`src/source/rcfg_macros.svh`:
```
// Shared size constants for the reconfiguration path, included by packages and RTL that size buses
`ifndef RCFG_MACROS_SVH
`define RCFG_MACROS_SVH

// Width of the register address seen on the channel bus
`define RCFG_ADDR_WIDTH 8

// Width of the register data on both read and write paths
`define RCFG_DATA_WIDTH 32

// Number of registers in the channel bank
// Only the low address bits needed to pick one of them are decoded
`define RCFG_NUM_REGS 16

// Masters sharing the bus, the adaptation streamer and the user port
`define RCFG_NUM_MASTERS 2

// Entries in the fixed adaptation program
`define RCFG_PROG_LEN 4

`endif

```
`src/source/rcfg_bus_pkg.sv`:
```
// Bus-side types for the channel register path, imported by every module that touches the bus
`include "rcfg_macros.svh"

package rcfg_bus_pkg;

  // One master's request toward the register bank
  // A master holds all fields stable until it sees waitrequest low
  typedef struct packed {
    logic                        read;
    logic                        write;
    logic [`RCFG_ADDR_WIDTH-1:0] address;
    logic [`RCFG_DATA_WIDTH-1:0] writedata;
  } avmm_req_t;

  // Response returned to one master
  // Readdata is only meaningful in the cycle where waitrequest is low
  typedef struct packed {
    logic                        waitrequest;
    logic [`RCFG_DATA_WIDTH-1:0] readdata;
  } avmm_rsp_t;

  // Positions of each master in the request and grant vectors
  // Bit 0 has the highest priority in the arbiter, so the streamer sits there
  typedef enum int unsigned {
    idx_adapt = 0,
    idx_user  = 1
  } master_idx_e;

endpackage

```
`src/source/rcfg_stream_pkg.sv`:
```
// Adaptation program types and contents, used by the streamer and by the testbench for expected values
`include "rcfg_macros.svh"

package rcfg_stream_pkg;

  // One read-modify-write step of the adaptation program
  typedef struct packed {
    logic [`RCFG_ADDR_WIDTH-1:0] address;
    logic [`RCFG_DATA_WIDTH-1:0] mask;
    logic [`RCFG_DATA_WIDTH-1:0] value;
  } rcfg_op_t;

  // Fixed program touching registers 4 to 7
  // Each entry replaces only the masked field of its register
  localparam rcfg_op_t rcfg_program [`RCFG_PROG_LEN] = '{
    '{address: 8'h04, mask: 32'h0000_00ff, value: 32'h0000_005a},
    '{address: 8'h05, mask: 32'h0000_ff00, value: 32'h0000_3c00},
    '{address: 8'h06, mask: 32'hf000_000f, value: 32'ha000_0005},
    '{address: 8'h07, mask: 32'h00ff_ff00, value: 32'h0012_3400}
  };

  // New register value: old contents outside the mask, program value inside it
  function automatic logic [`RCFG_DATA_WIDTH-1:0] rcfg_merge(
    input logic [`RCFG_DATA_WIDTH-1:0] old_value,
    input rcfg_op_t                    op
  );
    return (old_value & ~op.mask) | (op.value & op.mask);
  endfunction

endpackage

```
`src/source/rcfg_arbiter.sv`:
```
// Registered fixed-priority arbiter with grant hold, used by the master mux to pick the bus owner
`timescale 1ns/1ps

module rcfg_arbiter #(
  parameter int width = 2
) (
  input  logic             reconfig_clk,
  input  logic             reset,
  input  logic [width-1:0] req,
  output logic [width-1:0] grant
);

  // Lowest set request bit wins, bit 0 being the highest priority
  logic [width-1:0] pick;
  // Current owner is still requesting
  logic             hold;

  // Two's complement trick isolates the lowest set bit of the request vector
  assign pick = req & (~req + width'(1));
  assign hold = |(grant & req);

  // A held grant stays until its owner lets go
  // When the owner drops its request the grant returns to zero for one cycle
  // and only then goes to the next requester
  always_ff @(posedge reconfig_clk) begin
    if (reset) begin
      grant <= '0;
    end else if (hold) begin
      grant <= grant;
    end else if (|grant) begin
      grant <= '0;
    end else begin
      grant <= pick;
    end
  end

  // Never more than one owner on the bus
  a_grant_onehot: assert property (
    @(posedge reconfig_clk) disable iff (reset)
    $onehot0(grant)
  );

  // Every grant bit was requested in the cycle before
  a_grant_had_req: assert property (
    @(posedge reconfig_clk) disable iff (reset)
    (grant & ~$past(req)) == '0
  );

endmodule

```
`src/source/rcfg_master_mux.sv`:
```
// Grant-masked master mux with waitrequest split, placing the streamer and user port on one bus
`timescale 1ns/1ps
`include "rcfg_macros.svh"

module rcfg_master_mux import rcfg_bus_pkg::*; (
  input  logic      reconfig_clk,
  input  logic      reset,
  input  avmm_req_t user_req,
  input  avmm_req_t adapt_req,
  input  avmm_rsp_t bus_rsp,
  output avmm_rsp_t user_rsp,
  output avmm_rsp_t adapt_rsp,
  output avmm_req_t bus_req
);

  localparam int num_masters = `RCFG_NUM_MASTERS;

  // Requests gathered by grant position so the mux logic can loop over them
  avmm_req_t                master_req [num_masters];
  logic [num_masters-1:0]   master_active;
  logic [num_masters-1:0]   grant;
  logic [num_masters-1:0]   master_wait;

  assign master_req[idx_adapt] = adapt_req;
  assign master_req[idx_user]  = user_req;

  // A master asks for the bus whenever it drives a read or a write
  always_comb begin
    for (int i = 0; i < num_masters; i++) begin
      master_active[i] = master_req[i].read | master_req[i].write;
    end
  end

  rcfg_arbiter #(
    .width (num_masters)
  ) arb_i (
    .reconfig_clk (reconfig_clk),
    .reset        (reset),
    .req          (master_active),
    .grant        (grant)
  );

  // Each request is ANDed with its own grant bit and the results are ORed together
  // With a one-hot or zero grant this passes the owner through and idles the bus otherwise
  always_comb begin
    bus_req = '0;
    for (int i = 0; i < num_masters; i++) begin
      bus_req = avmm_req_t'(bus_req | ({$bits(avmm_req_t){grant[i]}} & master_req[i]));
    end
  end

  // A master without the grant always waits, the owner waits as long as the bank does
  assign master_wait = ~grant | {num_masters{bus_rsp.waitrequest}};

  // Readdata goes to both, only the owner sees it with waitrequest low
  assign adapt_rsp.waitrequest = master_wait[idx_adapt];
  assign adapt_rsp.readdata    = bus_rsp.readdata;
  assign user_rsp.waitrequest  = master_wait[idx_user];
  assign user_rsp.readdata     = bus_rsp.readdata;

  // The owner keeps its whole request unchanged until the bank completes it
  for (genvar i = 0; i < num_masters; i++) begin : g_hold_chk
    a_req_stable: assert property (
      @(posedge reconfig_clk) disable iff (reset)
      (grant[i] && master_active[i] && master_wait[i]) |=> $stable(master_req[i])
    );
  end

  // The bank never sees a read and a write together
  a_bus_rw_excl: assert property (
    @(posedge reconfig_clk) disable iff (reset)
    !(bus_req.read && bus_req.write)
  );

endmodule

```
`src/source/rcfg_streamer.sv`:
```
// Adaptation streamer that plays the fixed program as read-modify-write accesses on its bus port
`timescale 1ns/1ps
`include "rcfg_macros.svh"

module rcfg_streamer import rcfg_bus_pkg::*, rcfg_stream_pkg::*; (
  input  logic      reconfig_clk,
  input  logic      reset,
  input  logic      start,
  input  avmm_rsp_t adapt_rsp,
  output avmm_req_t adapt_req,
  output logic      busy,
  output logic      done
);

  localparam int idx_w = (`RCFG_PROG_LEN > 1) ? $clog2(`RCFG_PROG_LEN) : 1;
  localparam logic [idx_w-1:0] last_idx = idx_w'(`RCFG_PROG_LEN - 1);

  // Read fetches the old value, write stores the merged one, finish pulses done
  typedef enum logic [1:0] {
    st_idle,
    st_read,
    st_write,
    st_finish
  } state_e;

  state_e                      state;
  state_e                      state_next;
  logic [idx_w-1:0]            idx;
  // Old register contents captured when the read completes
  logic [`RCFG_DATA_WIDTH-1:0] rd_data;
  rcfg_op_t                    op;
  logic                        xfer_done;

  // Current program entry
  assign op = rcfg_program[idx];

  // The access in flight finishes in the cycle the bus stops waiting
  assign xfer_done = !adapt_rsp.waitrequest;

  always_comb begin
    state_next = state;
    case (state)
      st_idle: begin
        if (start) begin
          state_next = st_read;
        end
      end
      st_read: begin
        if (xfer_done) begin
          state_next = st_write;
        end
      end
      st_write: begin
        if (xfer_done) begin
          state_next = (idx == last_idx) ? st_finish : st_read;
        end
      end
      // A start in the done cycle already counts as a new run
      st_finish: begin
        state_next = start ? st_read : st_idle;
      end
      default: begin
        state_next = st_idle;
      end
    endcase
  end

  always_ff @(posedge reconfig_clk) begin
    if (reset) begin
      state <= st_idle;
      idx   <= '0;
    end else begin
      state <= state_next;
      // The index restarts with each new run and advances after each write
      if (state_next == st_read && (state == st_idle || state == st_finish)) begin
        idx <= '0;
      end else if (state == st_write && xfer_done && idx != last_idx) begin
        idx <= idx + idx_w'(1);
      end
    end
  end

  // Payload capture, only meaningful once the read has completed
  always_ff @(posedge reconfig_clk) begin
    if (state == st_read && xfer_done) begin
      rd_data <= adapt_rsp.readdata;
    end
  end

  // Request fields come straight from state so they stay stable while waiting
  always_comb begin
    adapt_req.read      = (state == st_read);
    adapt_req.write     = (state == st_write);
    adapt_req.address   = op.address;
    adapt_req.writedata = rcfg_merge(rd_data, op);
  end

  assign busy = (state == st_read) || (state == st_write);
  assign done = (state == st_finish);

  // Done appears only right after the last entry's write is accepted
  a_done_after_last: assert property (
    @(posedge reconfig_clk) disable iff (reset)
    done |-> $past(state == st_write && idx == last_idx && xfer_done)
  );

endmodule

```
`src/source/rcfg_csr_bank.sv`:
```
// Channel register bank slave with one wait state per access, sitting at the end of the shared bus
`timescale 1ns/1ps
`include "rcfg_macros.svh"

module rcfg_csr_bank import rcfg_bus_pkg::*; (
  input  logic      reconfig_clk,
  input  logic      reset,
  input  avmm_req_t bus_req,
  output avmm_rsp_t bus_rsp
);

  localparam int reg_w = $clog2(`RCFG_NUM_REGS);

  logic [`RCFG_DATA_WIDTH-1:0] regs [`RCFG_NUM_REGS];
  // Only the low address bits select a register so upper bits alias
  logic [reg_w-1:0]            reg_idx;
  logic                        access;
  // Set in the second cycle of an access, which is the completion cycle
  logic                        ack;

  assign reg_idx = bus_req.address[reg_w-1:0];
  assign access  = bus_req.read | bus_req.write;

  // The first cycle of every access waits and the second completes
  // Clearing ack after completion makes a back-to-back access wait again
  always_ff @(posedge reconfig_clk) begin
    if (reset) begin
      ack <= 1'b0;
    end else begin
      ack <= access & ~ack;
    end
  end

  assign bus_rsp.waitrequest = access & ~ack;

  // Writes land on the completion edge
  always_ff @(posedge reconfig_clk) begin
    if (reset) begin
      for (int i = 0; i < `RCFG_NUM_REGS; i++) begin
        regs[i] <= '0;
      end
    end else if (bus_req.write && ack) begin
      regs[reg_idx] <= bus_req.writedata;
    end
  end

  // Read data follows the address and is sampled by the master on completion
  assign bus_rsp.readdata = regs[reg_idx];

  // An access that was made to wait comes back unchanged in its completion cycle
  // The write and the read data of that cycle then belong to the waited access
  a_access_held: assert property (
    @(posedge reconfig_clk) disable iff (reset)
    bus_rsp.waitrequest |=> access && $stable(bus_req)
  );

endmodule

```
`src/source/xcvr_rcfg_top.sv`:
```
// Top level of the channel reconfiguration path, exposing the user bus port and the adaptation controls
`timescale 1ns/1ps

module xcvr_rcfg_top import rcfg_bus_pkg::*; (
  input  logic      reconfig_clk,
  input  logic      reset,
  // Starts one pass of the adaptation program
  input  logic      start,
  // External user master port
  input  avmm_req_t user_req,
  output avmm_rsp_t user_rsp,
  // Adaptation status
  output logic      busy,
  output logic      done
);

  // Streamer side of the mux
  avmm_req_t adapt_req;
  avmm_rsp_t adapt_rsp;
  // Shared bus into the register bank
  avmm_req_t bus_req;
  avmm_rsp_t bus_rsp;

  rcfg_streamer streamer_i (
    .reconfig_clk (reconfig_clk),
    .reset        (reset),
    .start        (start),
    .adapt_rsp    (adapt_rsp),
    .adapt_req    (adapt_req),
    .busy         (busy),
    .done         (done)
  );

  // The mux owns the arbiter, so bus ownership is decided here
  rcfg_master_mux mux_i (
    .reconfig_clk (reconfig_clk),
    .reset        (reset),
    .user_req     (user_req),
    .adapt_req    (adapt_req),
    .bus_rsp      (bus_rsp),
    .user_rsp     (user_rsp),
    .adapt_rsp    (adapt_rsp),
    .bus_req      (bus_req)
  );

  rcfg_csr_bank bank_i (
    .reconfig_clk (reconfig_clk),
    .reset        (reset),
    .bus_req      (bus_req),
    .bus_rsp      (bus_rsp)
  );

endmodule

```
`config.mk`:
```
export PLATFORM = sky130hd
export DESIGN_NAME = xcvr_rcfg_top
export DESIGN_NICKNAME = d
export VERILOG_FILES = /design/src/source/rcfg_bus_pkg.sv /design/src/source/rcfg_stream_pkg.sv /design/src/source/rcfg_arbiter.sv /design/src/source/rcfg_master_mux.sv /design/src/source/rcfg_streamer.sv /design/src/source/rcfg_csr_bank.sv /design/src/source/xcvr_rcfg_top.sv
export VERILOG_INCLUDE_DIRS = /design/src /design/src/source
export SDC_FILE = /design/constraint.sdc
export NUM_CORES = 1
export LEC_CHECK = 0
export BUFFER_PORTS_ARGS = -buffer_cell sky130_fd_sc_hd__buf_2
export CAP_MARGIN = 20
export CORE_MARGIN = 2
export CORE_UTILIZATION = 45
export DETAILED_ROUTE_END_ITERATION = 16
export SKIP_CTS_REPAIR_TIMING = 1
export SYNTH_ARGS = -nofsm -noshare
export SYNTH_HDL_FRONTEND = slang
export SYNTH_HIERARCHICAL = 1
export SYNTH_SLANG_ARGS = --single-unit
```
`constraint.sdc`:
```
create_clock -name reconfig_clk -period 3.7 [get_ports reconfig_clk]
set_input_delay 0.37 -clock reconfig_clk [delete_from_list [all_inputs] [get_ports reconfig_clk]]
set_output_delay 0.37 -clock reconfig_clk [all_outputs]
set_load 0.05 [all_outputs]
```
Yosys cells after proc, flatten, opt, wreduce, memory -nomap -nowiden
Memory sizes are Yosys's and may differ from the RTL's.
Index checks and enable logic that the tools add are counted.
{"block": "totals", "elab_cells": 64, "in_bits": 45, "mem_bits_rw": 512, "output_inout_bits": 35, "mem_count": 1, "reg_bits": 39}
{"name": "bank_i.regs", "depth": 16, "width": 32, "read_ports": 1, "rd_ports_with_merged_regs": 0, "wr": 16, "line": "rcfg_csr_bank.sv:14", "source": "logic [`RCFG_DATA_WIDTH-1:0] regs [`RCFG_NUM_REGS];"}
{"block": "classes", "reduce_logical": 13, "n_lt_le_gt_ge": 1, "add_sub_neg": 2, "muxes": 18, "bitwise": 18, "eq_ne": 6}
{"op": "$bmux 72 s2", "count": 1}
{"op": "$mux 72", "count": 2}
{"op": "$and 42x42->42", "count": 2}
{"op": "$and 32x32->32", "count": 2}
{"op": "$or 42x42->42", "count": 1}
{"op": "$mux 32", "count": 1}
{"op": "$not 32->32", "count": 1}
{"op": "$or 32x32->32", "count": 1}
{"op": "$reduce_or 32->1", "count": 1}
{"op": "$mux 2", "count": 5}
{"op": "$pmux 2 s4", "count": 1}
{"op": "$mux 1", "count": 7}
{"op": "$eq 2x2->1 const B", "count": 3}
{"op": "$reduce_or 2->1", "count": 3}
{"op": "$logic_and 1x1->1", "count": 5}
{"op": "$add 2x1->2 const B", "count": 2}
{"op": "$and 2x2->2", "count": 2}
{"op": "$eq 2x1->1 const B", "count": 2}
{"op": "$mux 4", "count": 1}
{"op": "$not 2->2", "count": 2}
{"op": "$ge 3x3->1 const B", "count": 1}
{"op": "$not 2->3", "count": 1}
{"op": "$or 1x1->1", "count": 3}
{"op": "$logic_not 2->1", "count": 1}
{"op": "6 further kinds", "count": 7}

Depth between registers and ports, before layout
{"block": "logic_depth", "ltp_word": 17, "mapped_depth": 10, "depth_no_buf": 10}

By module
Netlist, hierarchy kept.
{"module": "rcfg_csr_bank", "area_per_inst_um2": 22137.5, "seq_area_each_um2": 15394.8, "instances": 1, "cells_per_inst": 1529}
{"module": "rcfg_streamer", "area_per_inst_um2": 1566.5, "seq_area_each_um2": 1041.0, "instances": 1, "cells_per_inst": 115}
{"module": "rcfg_master_mux", "area_per_inst_um2": 989.7, "seq_area_each_um2": 0.0, "instances": 1, "cells_per_inst": 120}
{"module": "rcfg_arbiter", "area_per_inst_um2": 85.1, "seq_area_each_um2": 40.0, "instances": 1, "cells_per_inst": 9}

Worst setup path before layout
No wires, ideal clock.
{"block": "synth_timing", "path_type": "register to register", "startpoint": "reg mux_i.arb_i.grant[1]", "endpoint": "mem bank_i/regs[11][0] in the netlist's numbering (enable)", "setup_slack_ns": 0.273, "t_arrival_ns": 2.999, "synth_period_minus_slack_ns": 3.427, "setup_time_ns": 0.428, "stages_incl_launch_ff": 9, "path_buffers": 4, "required_ns": 3.272, "path_cell_list": "dfxtp_1 > buf_6 > buf_6 > a22o_1 > nand4b_1 > or2_1 > clkbuf_1 > clkbuf_1 > o21bai_1"}
{"element": "from (decl)", "line": "rcfg_arbiter.sv:10", "source": "output logic [width-1:0] grant"}
{"element": "from (signal assigned)", "line": "rcfg_arbiter.sv:29", "source": "grant <= grant;"}
{"element": "from (signal assigned)", "line": "rcfg_arbiter.sv:33", "source": "grant <= pick;"}
{"element": "to (decl)", "line": "rcfg_csr_bank.sv:14"}

==> impl_results.md <==
* Critical-path top delay cell: dfxtp_2
* Clk slew on worst S/H paths at 0.06 ns
* CTS tree: done
* Die Ht at 238 um
* Worst Setup Slack, final at 0.149 ns
* Number of global-route vias before repair at 15,201
* GPL Wtd Cong at 0.745
* Antenna-violating nets left at 0
* Starting DRT DRC Count at 1,282
* Routed len/inst at 25.3 um
* Die extent in x at 238 um
* Diode count at 0
* Max FO, Critical Path at 28
* Critical path launch point type: flip-flop
* HPWL Detailed at 37,000 um
* Shortest period the worst path allows at 3.55 ns
* Mean area per synthesized cell at 14.0 um^2
* Core box area at 54,000 um^2
* Overall Global Routing Usage at 22.9%
* Fin cells at 2,508
* Global route overflow at 0
* Pre-antenna DRT Iters at 7
* Mapped Area at 24,700 um^2
* CP cell instances: a22o_4, buf_12, mux4_2, a22oi_1, nand2_1, buf_2
* # DRC at 0
* FMAX at 282 MHz
* Max-cap violation count at 0
* Worst Setup End Kind: primary output
* Synth Net Count at 1,817
* Fillers at 4,593
* Initial core utilization at 45.7%
* Htree depth at 2
* DIE AREA at 56,800 um^2
* Initial antenna violation count at 1
* Power, Total at 14.5 mW
* Slowest stage delay, CP at 0.60 ns
* Vias per cell at 5.81
* Cells after Synth at 1,765
* Period utilisation layout at 96.0%
* Max VDD drop at 0.000345 V
* Clock root buffer: clkbuf_16
* WS Path Type: reg -> out
* Total Wirelength at 63,600 um
* Final Setup Violations at 0
* Max Buffers Root-to-Sink at 3
* Layout Skew at 0.0252 ns
* Slew @ Worst Pin at 1.07 ns
* Share of layout cells above drive strength 1 at 21.7%
* Rel. slew slack at 28.8%
* I/O pins at 80
* IO buf count at 75
* PwrDens at 531 nW/um^2
* Area grow syn2layout at 10.4%
* CTS Buf Count at 56
* Setup TNS at 0 ns
* Post-placement setup slack at 0.657 ns
* CTS Sinks at 551
* Fin. Hold Viols at 0
* Via count at 14,574
* First-pass GRT wire length at 95,200 um
* Hold slack at 0.209 ns
* CP Buf/Inv Count at 2
* Critical path required time at 3.33 ns
* Worst skew pair latency at 0.62 ns
* RSZ-0062 raised after global routing: false
* Final slew viol count at 0
* Synth warn at 6
* Critical path's top delay family: compound AO/OA/AOI/OAI gates
* Worst hold path type: in -> reg
* Critical Path AT at 3.18 ns
* Row cnt at 85
* Placed cell count at 2,407
* Leakage power at 9.02 nW
* Final nets at 1,821
* Status: finished, final reports clean
* Maximum number of pins on one net before global-route repair at 56
[path summary, 6_finish.rpt]
path	start	end	slack (ns)	depth (start not counted)
setup / recovery	mux_i/arb_i/grant[1]$_SDFFE_PP0N_	user_rsp[29]	0.15	6
hold / removal	reset	streamer_i/state[1]$_SDFF_PP0_	0.21	2
setup reg to reg	mux_i/arb_i/grant[1]$_SDFFE_PP0N_	bank_i/regs[12][18]$_SDFFCE_PN0P_	0.71	6
hold reg to reg	bank_i/ack$_SDFF_PP0_	bank_i/ack$_SDFF_PP0_	0.48	1
[cells in the final DEF (no fill, tap or decap), types with 2 or more instances in the layout]
master      instances
edfxtp_1          544
nor2_1            517
nand2_1           169
mux4_2            128
buf_2              75
a22oi_1            64
clkbuf_16          57
buf_4              48
a22o_1             34
buf_12             18
clkinv_1           16
clkbuf_1           14
or2_2              12
nor2b_1            10
a21o_2              8
o21bai_4            8
clkinv_2            8
and2b_2             7
ha_1                7
a21oi_1             6
nand2b_1            5
inv_1               5
dfxtp_1             5
o21ai_0             5
nor3_1              4
nor2b_4             3
nand2_4             2
buf_6               2
inv_6               2
clkinvlp_4          2
bufinv_16           2
a22o_2              2
a22o_4              2
conb_1              2
[routing by layer]
layer / up-vias / global-route usage (%) / share of wire, %
met3: 106 / 3.35 / 6.2
li1: 6375 / - / -
met5: - / 0 / 0.020
met2: 515 / 39.0 / 50
met4: 2 / 7.22 / 2.5
met1: 7576 / 30.5 / 41
[metrics by stage]
step | instance area (um^2) | util [%]
CTS | 27300 | 50.5
floorplan | 24700 | -
global route | 27300 | 50.5
detailed placement | 25600 | 47.4
global placement | 25600 | 47.4
finish | 27300 | 50.5
[registers in the layout, indices dropped and copies added (netlist names)]
signal / cells
bank_i/ack: 1
bank_i/regs: 512
mux_i/arb_i/grant: 2
streamer_i/idx: 2
streamer_i/rd_data: 32
streamer_i/state: 2
[area by class of cell]
class	count	area (um^2)	share of cell area (%)
tap	696	871	3.19
timing repair buffer	143	1120	4.10
clock buffer	71	1480	5.42
inverter	5	18.8	0.0688
multi-input combinational	1012	7130	26.1
clock inverter	30	193	0.706
sequential	551	16500	60.4
[report_power, final]
part | total [mW] | internal [mW] | switching (mW)
Clock | 5.30 | 2.95 | 2.35
Combinational | 2.04 | 0.631 | 1.41
Sequential | 7.15 | 7.07 | 0.0732
(Power assumes the default switching activity.)
